$ cat src/ejtag_pkg.sv
`default_nettype none

package ejtag_pkg;

  typedef logic [31:0] word_t;
  typedef logic [5:0]  reg_addr_t;
  typedef logic [4:0]  ir_t;

  // Word offsets into the debug register window.
  localparam reg_addr_t reg_id           = 6'h00;
  localparam reg_addr_t reg_probe_data   = 6'h01;
  localparam reg_addr_t reg_probe_status = 6'h02;
  localparam reg_addr_t reg_ibs          = 6'h10;
  localparam reg_addr_t reg_ib_base      = 6'h20;

  localparam int unsigned ib_stride    = 4;
  localparam int unsigned ib_slot_addr = 0;
  localparam int unsigned ib_slot_mask = 1;
  localparam int unsigned ib_slot_ctl  = 2;

  localparam int unsigned ibc_bit_en    = 0;
  localparam int unsigned ibc_bit_break = 1;
  localparam int unsigned ibc_bit_trace = 2;

  localparam ir_t ir_idcode  = 5'h01;
  localparam ir_t ir_data    = 5'h09;
  localparam ir_t ir_control = 5'h0A;

  localparam word_t ejtag_idcode = 32'h1eb3_1001;
  localparam int unsigned num_ibrk = 2;

  localparam int unsigned ctl_bit_probe_en = 0;
  localparam int unsigned ctl_bit_dint     = 1;

  // Offset of one slot of a breakpoint channel.
  function automatic reg_addr_t ib_reg(input int unsigned ch, input int unsigned slot);
    return reg_addr_t'(reg_ib_base + ib_stride * ch + slot);
  endfunction

endpackage

`default_nettype wire

$ cat src/ejtag_scan.sv
`default_nettype none

module ejtag_scan (
  input  logic               core_clock,
  input  logic               rst,
  input  ejtag_pkg::ir_t     jtag_ir,
  input  logic               tap_capture,
  input  logic               tap_shift,
  input  logic               tap_update,
  input  logic               tdi,
  input  logic               bus_valid,
  input  logic               bus_write,
  input  ejtag_pkg::reg_addr_t bus_addr,
  input  ejtag_pkg::word_t   bus_wdata,
  output logic               tdo,
  output ejtag_pkg::word_t   probe_to_core,
  output ejtag_pkg::word_t   control,
  output logic               probe_en,
  output logic               debug_int
);

  import ejtag_pkg::*;

  word_t shift_q;
  logic  bypass_q;
  word_t core_to_probe;

  logic sel_idcode;
  logic sel_data;
  logic sel_control;
  logic sel_bypass;
  logic mbox_wr;

  assign sel_idcode  = (jtag_ir == ir_idcode);
  assign sel_data    = (jtag_ir == ir_data);
  assign sel_control = (jtag_ir == ir_control);
  assign sel_bypass  = !(sel_idcode || sel_data || sel_control);

  assign mbox_wr = bus_valid && bus_write && (bus_addr == reg_probe_data);

  // Core writes fill the mailbox that the probe captures through DATA.
  always_ff @(posedge core_clock) begin
    if (rst) begin
      core_to_probe <= '0;
    end else if (mbox_wr) begin
      core_to_probe <= bus_wdata;
    end
  end

  // The 32-bit chain is shared by IDCODE, DATA and CONTROL.
  always_ff @(posedge core_clock) begin
    if (rst) begin
      shift_q  <= '0;
      bypass_q <= 1'b0;
    end else if (tap_capture) begin
      if (sel_idcode) begin
        shift_q <= ejtag_idcode;
      end else if (sel_data) begin
        shift_q <= core_to_probe;
      end else if (sel_control) begin
        shift_q <= control;
      end else begin
        bypass_q <= 1'b0;
      end
    end else if (tap_shift) begin
      if (sel_bypass) begin
        bypass_q <= tdi;
      end else begin
        shift_q <= {tdi, shift_q[31:1]};
      end
    end
  end

  // Update only lands in the writable registers.
  always_ff @(posedge core_clock) begin
    if (rst) begin
      probe_to_core <= '0;
      control       <= '0;
    end else if (tap_update) begin
      if (sel_data) begin
        probe_to_core <= shift_q;
      end
      if (sel_control) begin
        control <= shift_q;
      end
    end
  end

  // BYPASS presents its own one-bit register on tdo.
  assign tdo = sel_bypass ? bypass_q : shift_q[0];

  assign probe_en  = control[ctl_bit_probe_en];
  assign debug_int = control[ctl_bit_dint];

endmodule

`default_nettype wire

$ cat src/ejtag_pmatch.sv
`default_nettype none

module ejtag_pmatch (
  input  logic                 core_clock,
  input  logic                 rst,
  input  logic                 bus_valid,
  input  logic                 bus_write,
  input  ejtag_pkg::reg_addr_t bus_addr,
  input  ejtag_pkg::word_t     bus_wdata,
  input  logic                 fetch_valid,
  input  ejtag_pkg::word_t     fetch_addr,
  output ejtag_pkg::word_t     iba [ejtag_pkg::num_ibrk],
  output ejtag_pkg::word_t     ibm [ejtag_pkg::num_ibrk],
  output ejtag_pkg::word_t     ibc [ejtag_pkg::num_ibrk],
  output logic [ejtag_pkg::num_ibrk-1:0] ibs,
  output logic                 break_hit,
  output logic                 trace_hit
);

  import ejtag_pkg::*;

  logic                wr_en;
  logic [num_ibrk-1:0] ibs_clr;
  logic [num_ibrk-1:0] addr_match;
  logic [num_ibrk-1:0] break_match;
  logic [num_ibrk-1:0] trace_match;

  assign wr_en   = bus_valid && bus_write;
  assign ibs_clr = (wr_en && (bus_addr == reg_ibs)) ? bus_wdata[num_ibrk-1:0] : '0;

  // A mask bit of one turns the corresponding address bit into a don't care.
  always_comb begin
    for (int n = 0; n < num_ibrk; n++) begin
      addr_match[n]  = (((fetch_addr ^ iba[n]) & ~ibm[n]) == '0) && ibc[n][ibc_bit_en];
      break_match[n] = fetch_valid && addr_match[n] && ibc[n][ibc_bit_break];
      trace_match[n] = fetch_valid && addr_match[n] && ibc[n][ibc_bit_trace];
    end
  end

  always_ff @(posedge core_clock) begin
    if (rst) begin
      for (int n = 0; n < num_ibrk; n++) begin
        iba[n] <= '0;
        ibm[n] <= '0;
        ibc[n] <= '0;
      end
    end else if (wr_en) begin
      for (int n = 0; n < num_ibrk; n++) begin
        if (bus_addr == ib_reg(n, ib_slot_addr)) begin
          iba[n] <= bus_wdata;
        end
        if (bus_addr == ib_reg(n, ib_slot_mask)) begin
          ibm[n] <= bus_wdata;
        end
        if (bus_addr == ib_reg(n, ib_slot_ctl)) begin
          ibc[n] <= bus_wdata;
        end
      end
    end
  end

  // A new hit outranks a clear arriving on the same edge.
  always_ff @(posedge core_clock) begin
    if (rst) begin
      ibs       <= '0;
      break_hit <= 1'b0;
      trace_hit <= 1'b0;
    end else begin
      ibs       <= (ibs & ~ibs_clr) | break_match | trace_match;
      break_hit <= |break_match;
      trace_hit <= |trace_match;
    end
  end

endmodule

`default_nettype wire

$ cat src/ejtag_dataout.sv
`default_nettype none

module ejtag_dataout (
  input  logic                 core_clock,
  input  logic                 rst,
  input  logic                 bus_valid,
  input  logic                 bus_write,
  input  ejtag_pkg::reg_addr_t bus_addr,
  input  ejtag_pkg::word_t     probe_to_core,
  input  ejtag_pkg::word_t     control,
  input  ejtag_pkg::word_t     iba [ejtag_pkg::num_ibrk],
  input  ejtag_pkg::word_t     ibm [ejtag_pkg::num_ibrk],
  input  ejtag_pkg::word_t     ibc [ejtag_pkg::num_ibrk],
  input  logic [ejtag_pkg::num_ibrk-1:0] ibs,
  output ejtag_pkg::word_t     bus_rdata,
  output logic                 bus_rvalid
);

  import ejtag_pkg::*;

  word_t rd_sel;
  logic  rd_en;

  assign rd_en = bus_valid && !bus_write;

  // Offsets that match nothing fall through as zero.
  always_comb begin
    rd_sel = '0;
    if (bus_addr == reg_id) begin
      rd_sel = ejtag_idcode;
    end else if (bus_addr == reg_probe_data) begin
      rd_sel = probe_to_core;
    end else if (bus_addr == reg_probe_status) begin
      rd_sel[0] = control[ctl_bit_probe_en];
      rd_sel[1] = control[ctl_bit_dint];
    end else if (bus_addr == reg_ibs) begin
      rd_sel[num_ibrk-1:0] = ibs;
    end
    for (int n = 0; n < num_ibrk; n++) begin
      if (bus_addr == ib_reg(n, ib_slot_addr)) begin
        rd_sel = iba[n];
      end else if (bus_addr == ib_reg(n, ib_slot_mask)) begin
        rd_sel = ibm[n];
      end else if (bus_addr == ib_reg(n, ib_slot_ctl)) begin
        rd_sel = ibc[n];
      end
    end
  end

  always_ff @(posedge core_clock) begin
    if (rst) begin
      bus_rvalid <= 1'b0;
    end else begin
      bus_rvalid <= rd_en;
    end
  end

  always_ff @(posedge core_clock) begin
    if (rd_en) begin
      bus_rdata <= rd_sel;
    end
  end

endmodule

`default_nettype wire

$ cat src/ejtag.sv
`default_nettype none

module ejtag (
  input  logic                 core_clock,
  input  logic                 rst,
  input  logic                 bus_valid,
  input  logic                 bus_write,
  input  ejtag_pkg::reg_addr_t bus_addr,
  input  ejtag_pkg::word_t     bus_wdata,
  input  logic                 fetch_valid,
  input  ejtag_pkg::word_t     fetch_addr,
  input  ejtag_pkg::ir_t       jtag_ir,
  input  logic                 tap_capture,
  input  logic                 tap_shift,
  input  logic                 tap_update,
  input  logic                 tdi,
  output ejtag_pkg::word_t     bus_rdata,
  output logic                 bus_rvalid,
  output logic                 break_hit,
  output logic                 trace_hit,
  output logic                 tdo,
  output logic                 probe_en,
  output logic                 debug_int
);

  import ejtag_pkg::*;

  word_t               probe_to_core;
  word_t               control;
  word_t               iba [num_ibrk];
  word_t               ibm [num_ibrk];
  word_t               ibc [num_ibrk];
  logic [num_ibrk-1:0] ibs;

  ejtag_scan scan (
    .core_clock    (core_clock),
    .rst           (rst),
    .jtag_ir       (jtag_ir),
    .tap_capture   (tap_capture),
    .tap_shift     (tap_shift),
    .tap_update    (tap_update),
    .tdi           (tdi),
    .bus_valid     (bus_valid),
    .bus_write     (bus_write),
    .bus_addr      (bus_addr),
    .bus_wdata     (bus_wdata),
    .tdo           (tdo),
    .probe_to_core (probe_to_core),
    .control       (control),
    .probe_en      (probe_en),
    .debug_int     (debug_int)
  );

  ejtag_pmatch pmatch (
    .core_clock  (core_clock),
    .rst         (rst),
    .bus_valid   (bus_valid),
    .bus_write   (bus_write),
    .bus_addr    (bus_addr),
    .bus_wdata   (bus_wdata),
    .fetch_valid (fetch_valid),
    .fetch_addr  (fetch_addr),
    .iba         (iba),
    .ibm         (ibm),
    .ibc         (ibc),
    .ibs         (ibs),
    .break_hit   (break_hit),
    .trace_hit   (trace_hit)
  );

  ejtag_dataout dataout (
    .core_clock    (core_clock),
    .rst           (rst),
    .bus_valid     (bus_valid),
    .bus_write     (bus_write),
    .bus_addr      (bus_addr),
    .probe_to_core (probe_to_core),
    .control       (control),
    .iba           (iba),
    .ibm           (ibm),
    .ibc           (ibc),
    .ibs           (ibs),
    .bus_rdata     (bus_rdata),
    .bus_rvalid    (bus_rvalid)
  );

endmodule

`default_nettype wire

$ cat config.mk
export PLATFORM = sky130hd
export DESIGN_NAME = ejtag
export DESIGN_NICKNAME = d
export VERILOG_FILES = /design/src/ejtag_pkg.sv /design/src/ejtag_scan.sv /design/src/ejtag_pmatch.sv /design/src/ejtag_dataout.sv /design/src/ejtag.sv
export SDC_FILE = /design/constraint.sdc
export NUM_CORES = 1
export LEC_CHECK = 0
export ABC_AREA = 1
export BUFFER_PORTS_ARGS = -buffer_cell sky130_fd_sc_hd__buf_2
export CAP_MARGIN = 20
export CORE_MARGIN = 5
export CORE_UTILIZATION = 40
export DETAILED_ROUTE_END_ITERATION = 16
export SLEW_MARGIN = 20
export SYNTH_ARGS = -nofsm -noshare
export SYNTH_HDL_FRONTEND = slang
export SYNTH_SLANG_ARGS = --single-unit
$ cat constraint.sdc
create_clock -name core_clock -period 6.7 [get_ports core_clock]
set_input_delay 2.01 -clock core_clock [delete_from_list [all_inputs] [get_ports core_clock]]
set_output_delay 2.01 -clock core_clock [all_outputs]
set_load 0.05 [all_outputs]
; ---- After elaboration in Yosys (flattened, before gate mapping)
; Cells that the tools add are included.
; W data, S select, Z words.
[word_totals]
ff_bits = 358
latchBits = 0
ramBits = 0
mem_bits_ro = 0
inputBits = 84
out_inout_bits = 38
mem_count = 0
[op_classes]
n_addsub = 0
n_mul = 0
div_mod_pow = 0
n_lt_le_gt_ge = 0
n_eq_ne = 17
shifts = 0
mux = 25
bitwise = 10
reduce_logical = 32
[ops]
columns = cell, n
row1 = $mux W32, 13
row2 = $and A32 B32 Y32, 2
row3 = $logic_not A32 Y1, 2
row4 = $not A32 Y32, 2
row5 = $xor A32 B32 Y32, 2
row6 = $eq A6 B6 Y1 const B, 6
row7 = $mux W30, 1
row8 = $reduce_and A2 Y1, 8
row9 = $logic_and A1 B1 Y1, 12
row10 = $eq A5 B4 Y1 const B, 2
row11 = $mux W2, 4
row12 = $ne A2 B2 Y1 const B, 4
row13 = $mux W1, 7
row14 = $eq A6 B1 Y1 const B, 1
row15 = $eq A6 B2 Y1 const B, 1
row16 = $eq A6 B5 Y1 const B, 1
row17 = $logic_not A6 Y1, 1
row18 = $eq A5 B1 Y1 const B, 1
row19 = $reduce_and A5 Y1, 1
row20 = $ne A4 B1 Y1 const B, 1
row21 = $or A2 B2 Y2, 2
row22 = $reduce_bool A2 Y1, 2
row23 = $reduce_or A2 Y1, 2
row24 = $reduce_and A3 Y1, 1
row25 = 4 further kinds, 5

; ---- Logic depth before layout (Yosys ltp)
; Gate-level depths: netlist of run 1.
[logic_depth]
ltp_word = 11
ltp_mapped = 11

; ---- Modules after synthesis
; From an unflattened synthesis of run 1, not the netlist that was laid out.
[unflattened]
cells_unflattened = 2473
area_unflattened_um2 = 16884.9
[by_module_without_submodules]
columns = module, instances, cells_per_inst, area_each_um2, seq_area_each_um2
row1 = ejtag_pmatch, 1, 1198, 8353.0, 3923.8
row2 = ejtag_scan, 1, 850, 5784.3, 2582.5
row3 = ejtag_dataout, 1, 425, 2747.6, 980.9

; ---- Worst setup path after synthesis of run 1
; Ideal clock, no wire load.
[synth_path]
kind = in2out
startpoint = input jtag_ir[4]
endpoint = output tdo
arrival_time_ps = 3449
required_time_ps = 4690
setup_slack_ps = 1241
path_stages = 6
n_path_buf = 0
path_cell_list = inv_1 nand2_1 nor2_1 inv_1 nand2_1 o21ai_0
[synth_between]
elab_chain_cells = 4
[synth_lines]
columns = element, line
row1 = from (decl), ejtag.sv:12  ; input ejtag_pkg::ir_t jtag_ir,
row2 = $eq A5 B1 Y1 or $eq A5 B4 Y1 (tied branches), "ejtag_scan.sv:34, ejtag_scan.sv:35"
row3 = $logic_or A1 B1 Y1, ejtag_scan.sv:37  ; assign sel_bypass = !(sel_idcode || sel_data || sel_control);
row4 = $logic_or A1 B1 Y1 *, ejtag_scan.sv:37
row5 = $mux W1 *, ejtag_scan.sv:90  ; assign tdo = sel_bypass ? bypass_q : shift_q[0];
row6 = to (decl), ejtag.sv:21  ; output logic tdo,
; Mark *: on every way between the ends. The rest lies on a longest branch, timed or not.

; ---- Worst setup path in the final report of run 1
; Ends and elaborated chain as after synthesis.

==> results of run 1 <==
[per-layer routing]
layer | global-route usage [%] | vias up | share of wire (%)
met5 | 0 | - | 0
met3 | 3.154 | 72 | 7.7
met2 | 34.82 | 567 | 44
li1 | - | 7394 | -
met1 | 33.85 | 6861 | 47
met4 | 6.031 | 0 | 2.2
[stage by stage]
stage | cell area, um2 | worst slack (ns) | hold WS (ns) | utilization (%)
6_report | 17940 | 1.626 | 0.4542 | 45.37
5_1_grt | 17940 | 1.494 | 0.4744 | 45.37
4_1_cts | 17920 | 1.621 | 0.4570 | 45.31
3_5_place_dp | 16650 | 1.631 | 0.4484 | 42.11
3_3_place_gp | 16650 | 1.682 | 0.4427 | 42.11
2_1_floorplan | 15890 | 1.241 | 0.4245 | -
[power by group through the flow]
stage / clock [mW] / sequential (mW) / combinational [mW]
floorplan: 0 / 2.26 / 0.146
global route: 2.26 / 2.20 / 0.329
global placement: 0 / 2.24 / 0.295
CTS: 2.17 / 2.20 / 0.298
detailed placement: 0 / 2.24 / 0.297
finish: 2.14 / 2.20 / 0.303
[how the worst max path moves through the flow]
stage	startpoint	to	slack [ns]	cells past startpoint
4_1_cts	jtag_ir[4]	tdo	1.62	7
2_1_floorplan	jtag_ir[4]	tdo	1.24	6
3_5_place_dp	jtag_ir[4]	tdo	1.63	7
5_1_grt	jtag_ir[4]	tdo	1.49	7
3_3_place_gp	jtag_ir[4]	tdo	1.68	7
6_report	jtag_ir[4]	tdo	1.63	7
[state kept, by name, indices dropped and copies added, names as in the netlist]
| register | flops |
|---|---|
| pmatch.ibs | 2 |
| dataout.bus_rdata | 32 |
| pmatch.break_hit | 1 |
| pmatch.ibc | 64 |
| pmatch.ibm | 64 |
| scan.core_to_probe | 32 |
| pmatch.iba | 64 |
| scan.control | 32 |
| dataout.bus_rvalid | 1 |
| scan.bypass_q | 1 |
| scan.probe_to_core | 32 |
| pmatch.trace_hit | 1 |
| scan.shift_q | 32 |
[cell usage in the layout (no fill, tap or decap)]
cell                           n
sky130_fd_sc_hd__nand3_2       1
sky130_fd_sc_hd__edfxtp_1     32
sky130_fd_sc_hd__or2_2         2
sky130_fd_sc_hd__o211ai_1     18
sky130_fd_sc_hd__clkbuf_1     10
sky130_fd_sc_hd__a21oi_1     304
sky130_fd_sc_hd__nand2_1     357
sky130_fd_sc_hd__clkbuf_8      8
sky130_fd_sc_hd__buf_2       121
sky130_fd_sc_hd__nand2_4       1
sky130_fd_sc_hd__clkinvlp_4    2
sky130_fd_sc_hd__inv_6         1
sky130_fd_sc_hd__clkbuf_16    43
sky130_fd_sc_hd__nor2_2        7
sky130_fd_sc_hd__o22ai_1      10
sky130_fd_sc_hd__inv_2        15
sky130_fd_sc_hd__a22oi_1       2
sky130_fd_sc_hd__nor2_4        4
sky130_fd_sc_hd__buf_12        1
sky130_fd_sc_hd__nor2_1      201
sky130_fd_sc_hd__inv_1       230
sky130_fd_sc_hd__clkinv_2      6
sky130_fd_sc_hd__o21ai_0     213
sky130_fd_sc_hd__diode_2       1
sky130_fd_sc_hd__nand3_1     108
sky130_fd_sc_hd__o21ai_1     102
sky130_fd_sc_hd__o2111ai_1    13
sky130_fd_sc_hd__a211oi_1     21
sky130_fd_sc_hd__nor3_1       24
sky130_fd_sc_hd__nand2_2       5
sky130_fd_sc_hd__buf_4        18
sky130_fd_sc_hd__a221oi_1     11
sky130_fd_sc_hd__nand4_1      37
sky130_fd_sc_hd__nor3_4        1
sky130_fd_sc_hd__dfxtp_1     326
sky130_fd_sc_hd__clkinv_1      1
[kinds of logic after synthesis]
kind of cell / share of synthesized area, %
AO/OA/AOI/OAI: 23.15
buffers and inverters: 9.938
flip-flops: 47.12
AND/OR/NAND/NOR: 19.79
[cell type report]
| class | count | area, um2 | share of cell area, % |
|---|---|---|---|
| Inverter | 247 | 932.1 | 5.195 |
| Timing Repair Buffer | 140 | 760.7 | 4.240 |
| Clock inverter | 8 | 45.04 | 0.2510 |
| Antenna cell | 1 | 2.502 | 0.01395 |
| Clock buffer | 61 | 1224 | 6.820 |
| Tap cell | 525 | 656.9 | 3.661 |
| Multi-Input combinational cell | 1442 | 6835 | 38.09 |
| Sequential cell | 358 | 7487 | 41.73 |
[worst reg2reg max path: stages (launching register included)]
cell,delay (ns)
sky130_fd_sc_hd__dfxtp_1,0.32
sky130_fd_sc_hd__inv_1,0.07
sky130_fd_sc_hd__nand2_1,0.05
sky130_fd_sc_hd__nand3_1,0.19
sky130_fd_sc_hd__nand2_1,0.09
sky130_fd_sc_hd__nor2_1,0.22
sky130_fd_sc_hd__nand2_1,0.08
sky130_fd_sc_hd__nor2_1,0.21
sky130_fd_sc_hd__nand4_1,0.14
sky130_fd_sc_hd__a21oi_1,0.24
==> metrics.sh, run 1 <==
OUTCOME='finished, final reports clean'
WORSTHOLDPATHCELLS=2
CTS_INSERTED_BUFFERS=39
SYNTH.NET_COUNT=2263
FILLERINSTANCES=3890
SYNTHDISTINCTLIBCELLS=32
DIE_WIDTH_UM=209.3
GRT_FIRST_PASS_WIRELENGTH_UM=80370
TOTAL_POWER_mW=4.636
SYNTH-EDFF-COUNT=32
FP.DIEAREA_UM2=43810
MAX_CAP_VIOL_COUNT=0
DRCVIOLATIONCOUNT=0
WORST_HOLD_STARTPOINT='scan.core_to_probe[16]$_SDFFE_PP0P_'
FINALMAXSLEWVIOLATIONS=0
YS_ASYNC_SR_FRACTION_PCT=0
CRITPATHMAXSTAGEDELAY_NS=0.28
SETUP_VIOLATIONS=0
POST_CTS.RESIZED_INSTANCES=0
POSTSYNTHREGISTERBITS=358
SYNTH_TOP_CELLS_BY_COUNT='sky130_fd_sc_hd__nand2_1 (357), sky130_fd_sc_hd__dfxtp_1 (326), sky130_fd_sc_hd__a21oi_1 (304)'
YS_TOP_CELLS_BY_AREA='sky130_fd_sc_hd__dfxtp_1 (41%), sky130_fd_sc_hd__a21oi_1 (9.6%), sky130_fd_sc_hd__nand2_1 (8.4%)'
QUANTITY_OF_I_O_BUFFERS_INSERTED_ON_PORTS=121
CELL_WITH_THE_BIGGEST_INDIVIDUAL_DELAY_ON_THE_CRITICAL_PATH='sky130_fd_sc_hd__buf_2'
CLK-INSERTION-DELAY-LATE_NS=0.54
CLK_PIN_SLEW_WORST_PATHS_NS=0.06
P_COMB_SHARE_PCT=6.5
IO-PIN-COUNT=122
FIN_CELLS=2782
START_KIND='input pin'
GRT_START_MAX_NET_PINS=158
PATH_DELAY_FAMILY='simple AND/OR/NAND/NOR gates'
POWER.SHARE.SEQUENTIAL_PCT=47.4
DETAILED_PLACE_HPWL_UM=35070
LAYOUT.NETS=2312
FINAL_PERIOD_MINUS_WORST_SETUP_SLACK_NS=5.074
HOLD_END='scan.core_to_probe[16]$_SDFFE_PP0P_'
GRT_PASS1_VIAS=13660
GRT.TOTAL_USAGE_PCT=22.76
FP-ROW-COUNT=73
HOLD_VIOL=0
SYNTH_AREA_PER_CELL_UM2=7.292
DETAIL-ROUTE-ANTENNA-NETS=0
DETAIL_ROUTE.WL_PER_CELL_UM=18.54
YOSYS.CELL_COUNT.TOP_TYPE='sky130_fd_sc_hd__nand2_1'
GRT_ANTENNA_BEFORE_REPAIR=1
CTS_ROOT_BUF='sky130_fd_sc_hd__clkbuf_16'
SYNTHDOMINANTCELLAREASHARE_PCT=41.07
SETUP.REG_TO_REG.WORST_SLACK_NS=5.00
MAX_FREQ_MHz=197.1
WORST-ENDPOINT-ARRIVAL_NS=3.06
DRTPASS1ITERATIONS=5
NETLIST_AREA_UM2=15890
LAYOUT-AREA-OVERHEAD-VS-SYNTH_PCT=12.93
MAX_SLEW_MARGIN_PCT=26.31
FINAL.PERIOD_UTILIZATION_PCT=75.73
SWITCHINGPOWER_mW=1.121
PLACE.DETAILED.INSTANCES=2711
HOLD_PATH.CLASS='flop to flop'
CTS_SETUP_BUFFERS=0
CELLPOWERDENSITY_nW_PER_UM2=258.3
R2R_START='pmatch.iba[23]$_SDFFE_PP0P_'
SWSHARE_PCT=24.19
PLACEABLECOREAREA_UM2=39550
SYN_INST=2179
TRITONCTS_CLOCK_TREE='yes'
MAX-VDD-IR-DROP_mV=0.1560
POST_ROUTE_CELLS_DRIVE_ABOVE_1_SHARE_PCT=10.46
POWER_LEAKAGE_nW=6.953
POWER.INTERNAL_mW=3.514
SYNTH_SEQ_AREA_SHARE_PCT=47.12
WORSTREG2REGEND='pmatch.trace_hit$_SDFF_PP0_'
POSTSYNTH.TOPFLOPCELL='sky130_fd_sc_hd__dfxtp_1'
CRITPATHREQUIREDTIME_NS=4.69
WORST_R2R_PATH_DEPTH=9
CTS_HOLD_REPAIR.BUFFERS=0
CTS.HTREE.LEVELS=2
WORSTPATHMAXFANOUT=3
PLACE.GP.CONGESTION=0.8884
GLOBALROUTEOVERFLOWTOTAL=0
MAX_CLOCK_SKEW_NS=0.01688
WORST_SETUP_PATH_END_KIND='output port'
CLKPWRFRAC_PCT=46.1
SYNTH_WARNINGS=0
CRIT_CHAIN='buf_2, nor2_1, nand4_1, nand2_1, nand2_1, o21ai_0, buf_2'
FLOORPLAN.INITIALDENSITY_PCT=40.18
CLK_PATH_BUF_DEPTH=3
DRT_ITER0_DRC=1423
DR_TOTAL_VIAS=14890
CRITICAL_PATH.N_BUFFERS_INVERTERS=2
WORST_SETUP_PATH_TYPE='input pin to output port'
GRT_SETUP_UNREPAIRED='no'
DRT_WL_TOTAL_UM=51590
TNS_NS=0
TIGHTESTPINTRANSITION_NS=1.102
ROUTE.DETAILED.VIAS_PER_INST=5.354
YOSYS.AREA.TOP_TYPE='sky130_fd_sc_hd__dfxtp_1'
CLOCK_SINK_COUNT=358
FLOORPLAN.DIE.HEIGHT_UM=209.3
No activity file was read; power rests on OpenSTA's default activity.
==> run 2: changes to the inputs <==
==> constraint.sdc (replaced) <==
create_clock -name core_clock -period 4.35 [get_ports core_clock]
set_input_delay 1.305 -clock core_clock [delete_from_list [all_inputs] [get_ports core_clock]]
set_output_delay 1.305 -clock core_clock [all_outputs]
set_load 0.05 [all_outputs]
==> run 2 against run 1 <==
Net effect:
- sequential power is 54% higher
- critical path depth stayed put
- worst hold slack improved by 0.00072 ns
- total power rose by 63%
- design area up 1.1%
- cell count grew 0.14%
- largest power group is now clock
- highest routed layer unchanged
==> metrics.sh, run 2 (same netlist as run 1, synthesis figures left out) <==
DIE_WIDTH_UM=209.3  # unchanged
FINALMAXSLEWVIOLATIONS=0  # unchanged
FINAL.PERIOD_UTILIZATION_PCT=83.72
ROUTE.DETAILED.VIAS_PER_INST=5.345  # -0.16%
HOLD_PATH.CLASS='flop to flop'
QUANTITY_OF_I_O_BUFFERS_INSERTED_ON_PORTS=121  # unchanged
POST_CTS.RESIZED_INSTANCES=0  # unchanged
WORSTPATHMAXFANOUT=3  # unchanged
LAYOUT.NETS=2314  # +0.087%
GLOBALROUTEOVERFLOWTOTAL=0  # unchanged
FIN_CELLS=2786  # +0.14%
CTS.HTREE.LEVELS=2  # unchanged
HOLD_VIOL=0  # unchanged
FP.DIEAREA_UM2=43810  # unchanged
HOLD_SLACK_NS=0.4549  # +0.0007160 ns
FP-ROW-COUNT=73  # unchanged
PLACE_AREA_UM2=16700  # +0.32%
MAX-VDD-IR-DROP_mV=0.2180  # +40%
CELLPOWERDENSITY_nW_PER_UM2=415.4  # +61%
TRITONCTS_CLOCK_TREE='yes'
SETUP_VIOLATIONS=0  # unchanged
CTS_INSERTED_BUFFERS=40  # +2.6%
REGISTERS_WITH_THE_MOST_FLIP_FLOPS='pmatch.iba x64, pmatch.ibc x64, pmatch.ibm x64'
PLACEMENT.SETUP.WORST_SLACK_NS=0.7142  # -0.9171 ns
CLK_PATH_BUF_DEPTH=3  # unchanged
LAYOUT-AREA-OVERHEAD-VS-SYNTH_PCT=14.21
MOST-COMMON-LAYOUT-CELLS='sky130_fd_sc_hd__nand2_1 (357), sky130_fd_sc_hd__dfxtp_1 (326), sky130_fd_sc_hd__a21oi_1 (304), sky130_fd_sc_hd__inv_1 (230), sky130_fd_sc_hd__o21ai_0 (213)'
POWER_LEAKAGE_nW=7.057  # +1.5%
DR_TOTAL_VIAS=14890  # -0.020%
MOSTFREQUENTLAYOUTCELL='sky130_fd_sc_hd__nand2_1'
IO-PIN-COUNT=122  # unchanged
CTS_SETUP_BUFFERS=0  # unchanged
TIGHTESTPINTRANSITION_NS=1.057  # -0.04536 ns
MAX_CAP_VIOL_COUNT=0  # unchanged
CTS_HOLD_REPAIR.BUFFERS=0  # unchanged
FINAL_AREA_UM2=18150  # +1.1%
WORST_SETUP_PATH_END_KIND='output port'
CLOCK_SINK_COUNT=358  # unchanged
TOTAL_POWER_mW=7.538  # +63%
POSTLAYOUTCOREUTIL_PCT=45.88  # +0.51 points
TNS_NS=0  # unchanged
MAX_CLOCK_SKEW_NS=0.01836  # +0.001482 ns
WORST_SETUP_PATH_TYPE='input pin to output port'
PLACEABLECOREAREA_UM2=39550  # unchanged
PLACE.DETAILED.INSTANCES=2713  # +0.074%
DRT_ITER0_DRC=1374  # -3.4%
CLK-INSERTION-DELAY-LATE_NS=0.53  # about the same
CLK_PIN_SLEW_WORST_PATHS_NS=0.06  # about the same
DETAILED_PLACE_HPWL_UM=35030  # -0.10%
GRT_ANTENNA_BEFORE_REPAIR=1  # unchanged
GRT_START_MAX_NET_PINS=110  # -30%
DETAIL_ROUTE.WL_PER_CELL_UM=18.12  # -2.3%
GRT.TOTAL_USAGE_PCT=22.06  # -0.70 points
GRT_FIRST_PASS_WIRELENGTH_UM=78600  # -2.2%
FINALWORSTSETUPSLACK_NS=0.7084  # -0.9174 ns
FINAL_PERIOD_MINUS_WORST_SETUP_SLACK_NS=3.642
DRCVIOLATIONCOUNT=0  # unchanged
PLACE.GP.CONGESTION=0.9000  # +1.3%
WORST-ENDPOINT-ARRIVAL_NS=2.34  # -0.72 ns
POST_ROUTE_CELLS_DRIVE_ABOVE_1_SHARE_PCT=10.84  # +0.38 points
CTS_ROOT_BUF='sky130_fd_sc_hd__clkbuf_16'
GRT_SETUP_UNREPAIRED='no'
DRTPASS1ITERATIONS=7  # +2
DETAIL-ROUTE-ANTENNA-NETS=0  # unchanged
DRT_WL_TOTAL_UM=50480  # -2.2%
START_KIND='input pin'
OUTCOME='finished, final reports clean'
GRT_PASS1_VIAS=13350  # -2.3%
FLOORPLAN.DIE.HEIGHT_UM=209.3  # unchanged
CRITPATHREQUIREDTIME_NS=3.04  # -1.65 ns
FLOORPLAN.INITIALDENSITY_PCT=40.18  # unchanged
MAX_FREQ_MHz=274.6
MAX_SLEW_MARGIN_PCT=29.43  # +3.1 points
run 2: cell count changes in the layout (fill, tap and decap cells not counted):
| cell | previous run | this run |
|---|---|---|
| sky130_fd_sc_hd__buf_4 | 18 | 17 |
| sky130_fd_sc_hd__buf_12 | 1 | 3 |
| sky130_fd_sc_hd__clkbuf_16 | 43 | 41 |
| sky130_fd_sc_hd__clkbuf_8 | 8 | 7 |
| sky130_fd_sc_hd__clkinv_1 | 1 | 4 |
| sky130_fd_sc_hd__clkinvlp_4 | 2 | 1 |
| sky130_fd_sc_hd__clkbuf_1 | 10 | 2 |
| sky130_fd_sc_hd__bufinv_16 | 0 | 8 |
| sky130_fd_sc_hd__clkinv_2 | 6 | 10 |
run 2: area by class of cell:
cell class,count,area (um2)
Antenna cell,1,2.502
Multi-Input combinational cell,1442,6835
Fill cell,3962,21400
Timing Repair Buffer,141,793.3
Inverter,247,932.1
Tap cell,525,656.9
Clock inverter,22,309.0
Sequential cell,358,7487
Clock buffer,50,1130
run 2: worst max-delay path, stage by stage:
cell and delay (ns):
sky130_fd_sc_hd__buf_2 0.10, sky130_fd_sc_hd__nor2_1 0.14, sky130_fd_sc_hd__nand4_1 0.21, sky130_fd_sc_hd__nand2_1 0.17, sky130_fd_sc_hd__nand2_1 0.06, sky130_fd_sc_hd__o21ai_0 0.06
sky130_fd_sc_hd__buf_2 0.28
run 2: final timing paths:
kind / cells after the start / startpoint / slack, ns / end
setup / recovery: 7 / jtag_ir[4] / 0.71 / tdo
hold / removal: 2 / scan.core_to_probe[21]$_SDFFE_PP0P_ / 0.45 / scan.core_to_probe[21]$_SDFFE_PP0P_
setup reg to reg: 9 / pmatch.iba[41]$_SDFFE_PP0P_ / 2.71 / pmatch.trace_hit$_SDFF_PP0_
hold reg to reg: 2 / scan.core_to_probe[21]$_SDFFE_PP0P_ / 0.45 / scan.core_to_probe[21]$_SDFFE_PP0P_
run 2: report_power, final:
group	switching, mW	total, mW	internal, mW
Combinational	0.350	0.470	0.119
Clock	1.38	3.69	2.31
Sequential	0.0196	3.38	3.36
Total	1.75	7.54	5.79
run 2: per-layer routing:
| metal | wire (um) | GRT usage [%] |
|---|---|---|
| met5 | 0 | 0 |
| met3 | 4160 | 3.049 |
| met4 | 1544 | 6.683 |
| met1 | 23520 | 33.51 |
| met2 | 21250 | 32.53 |
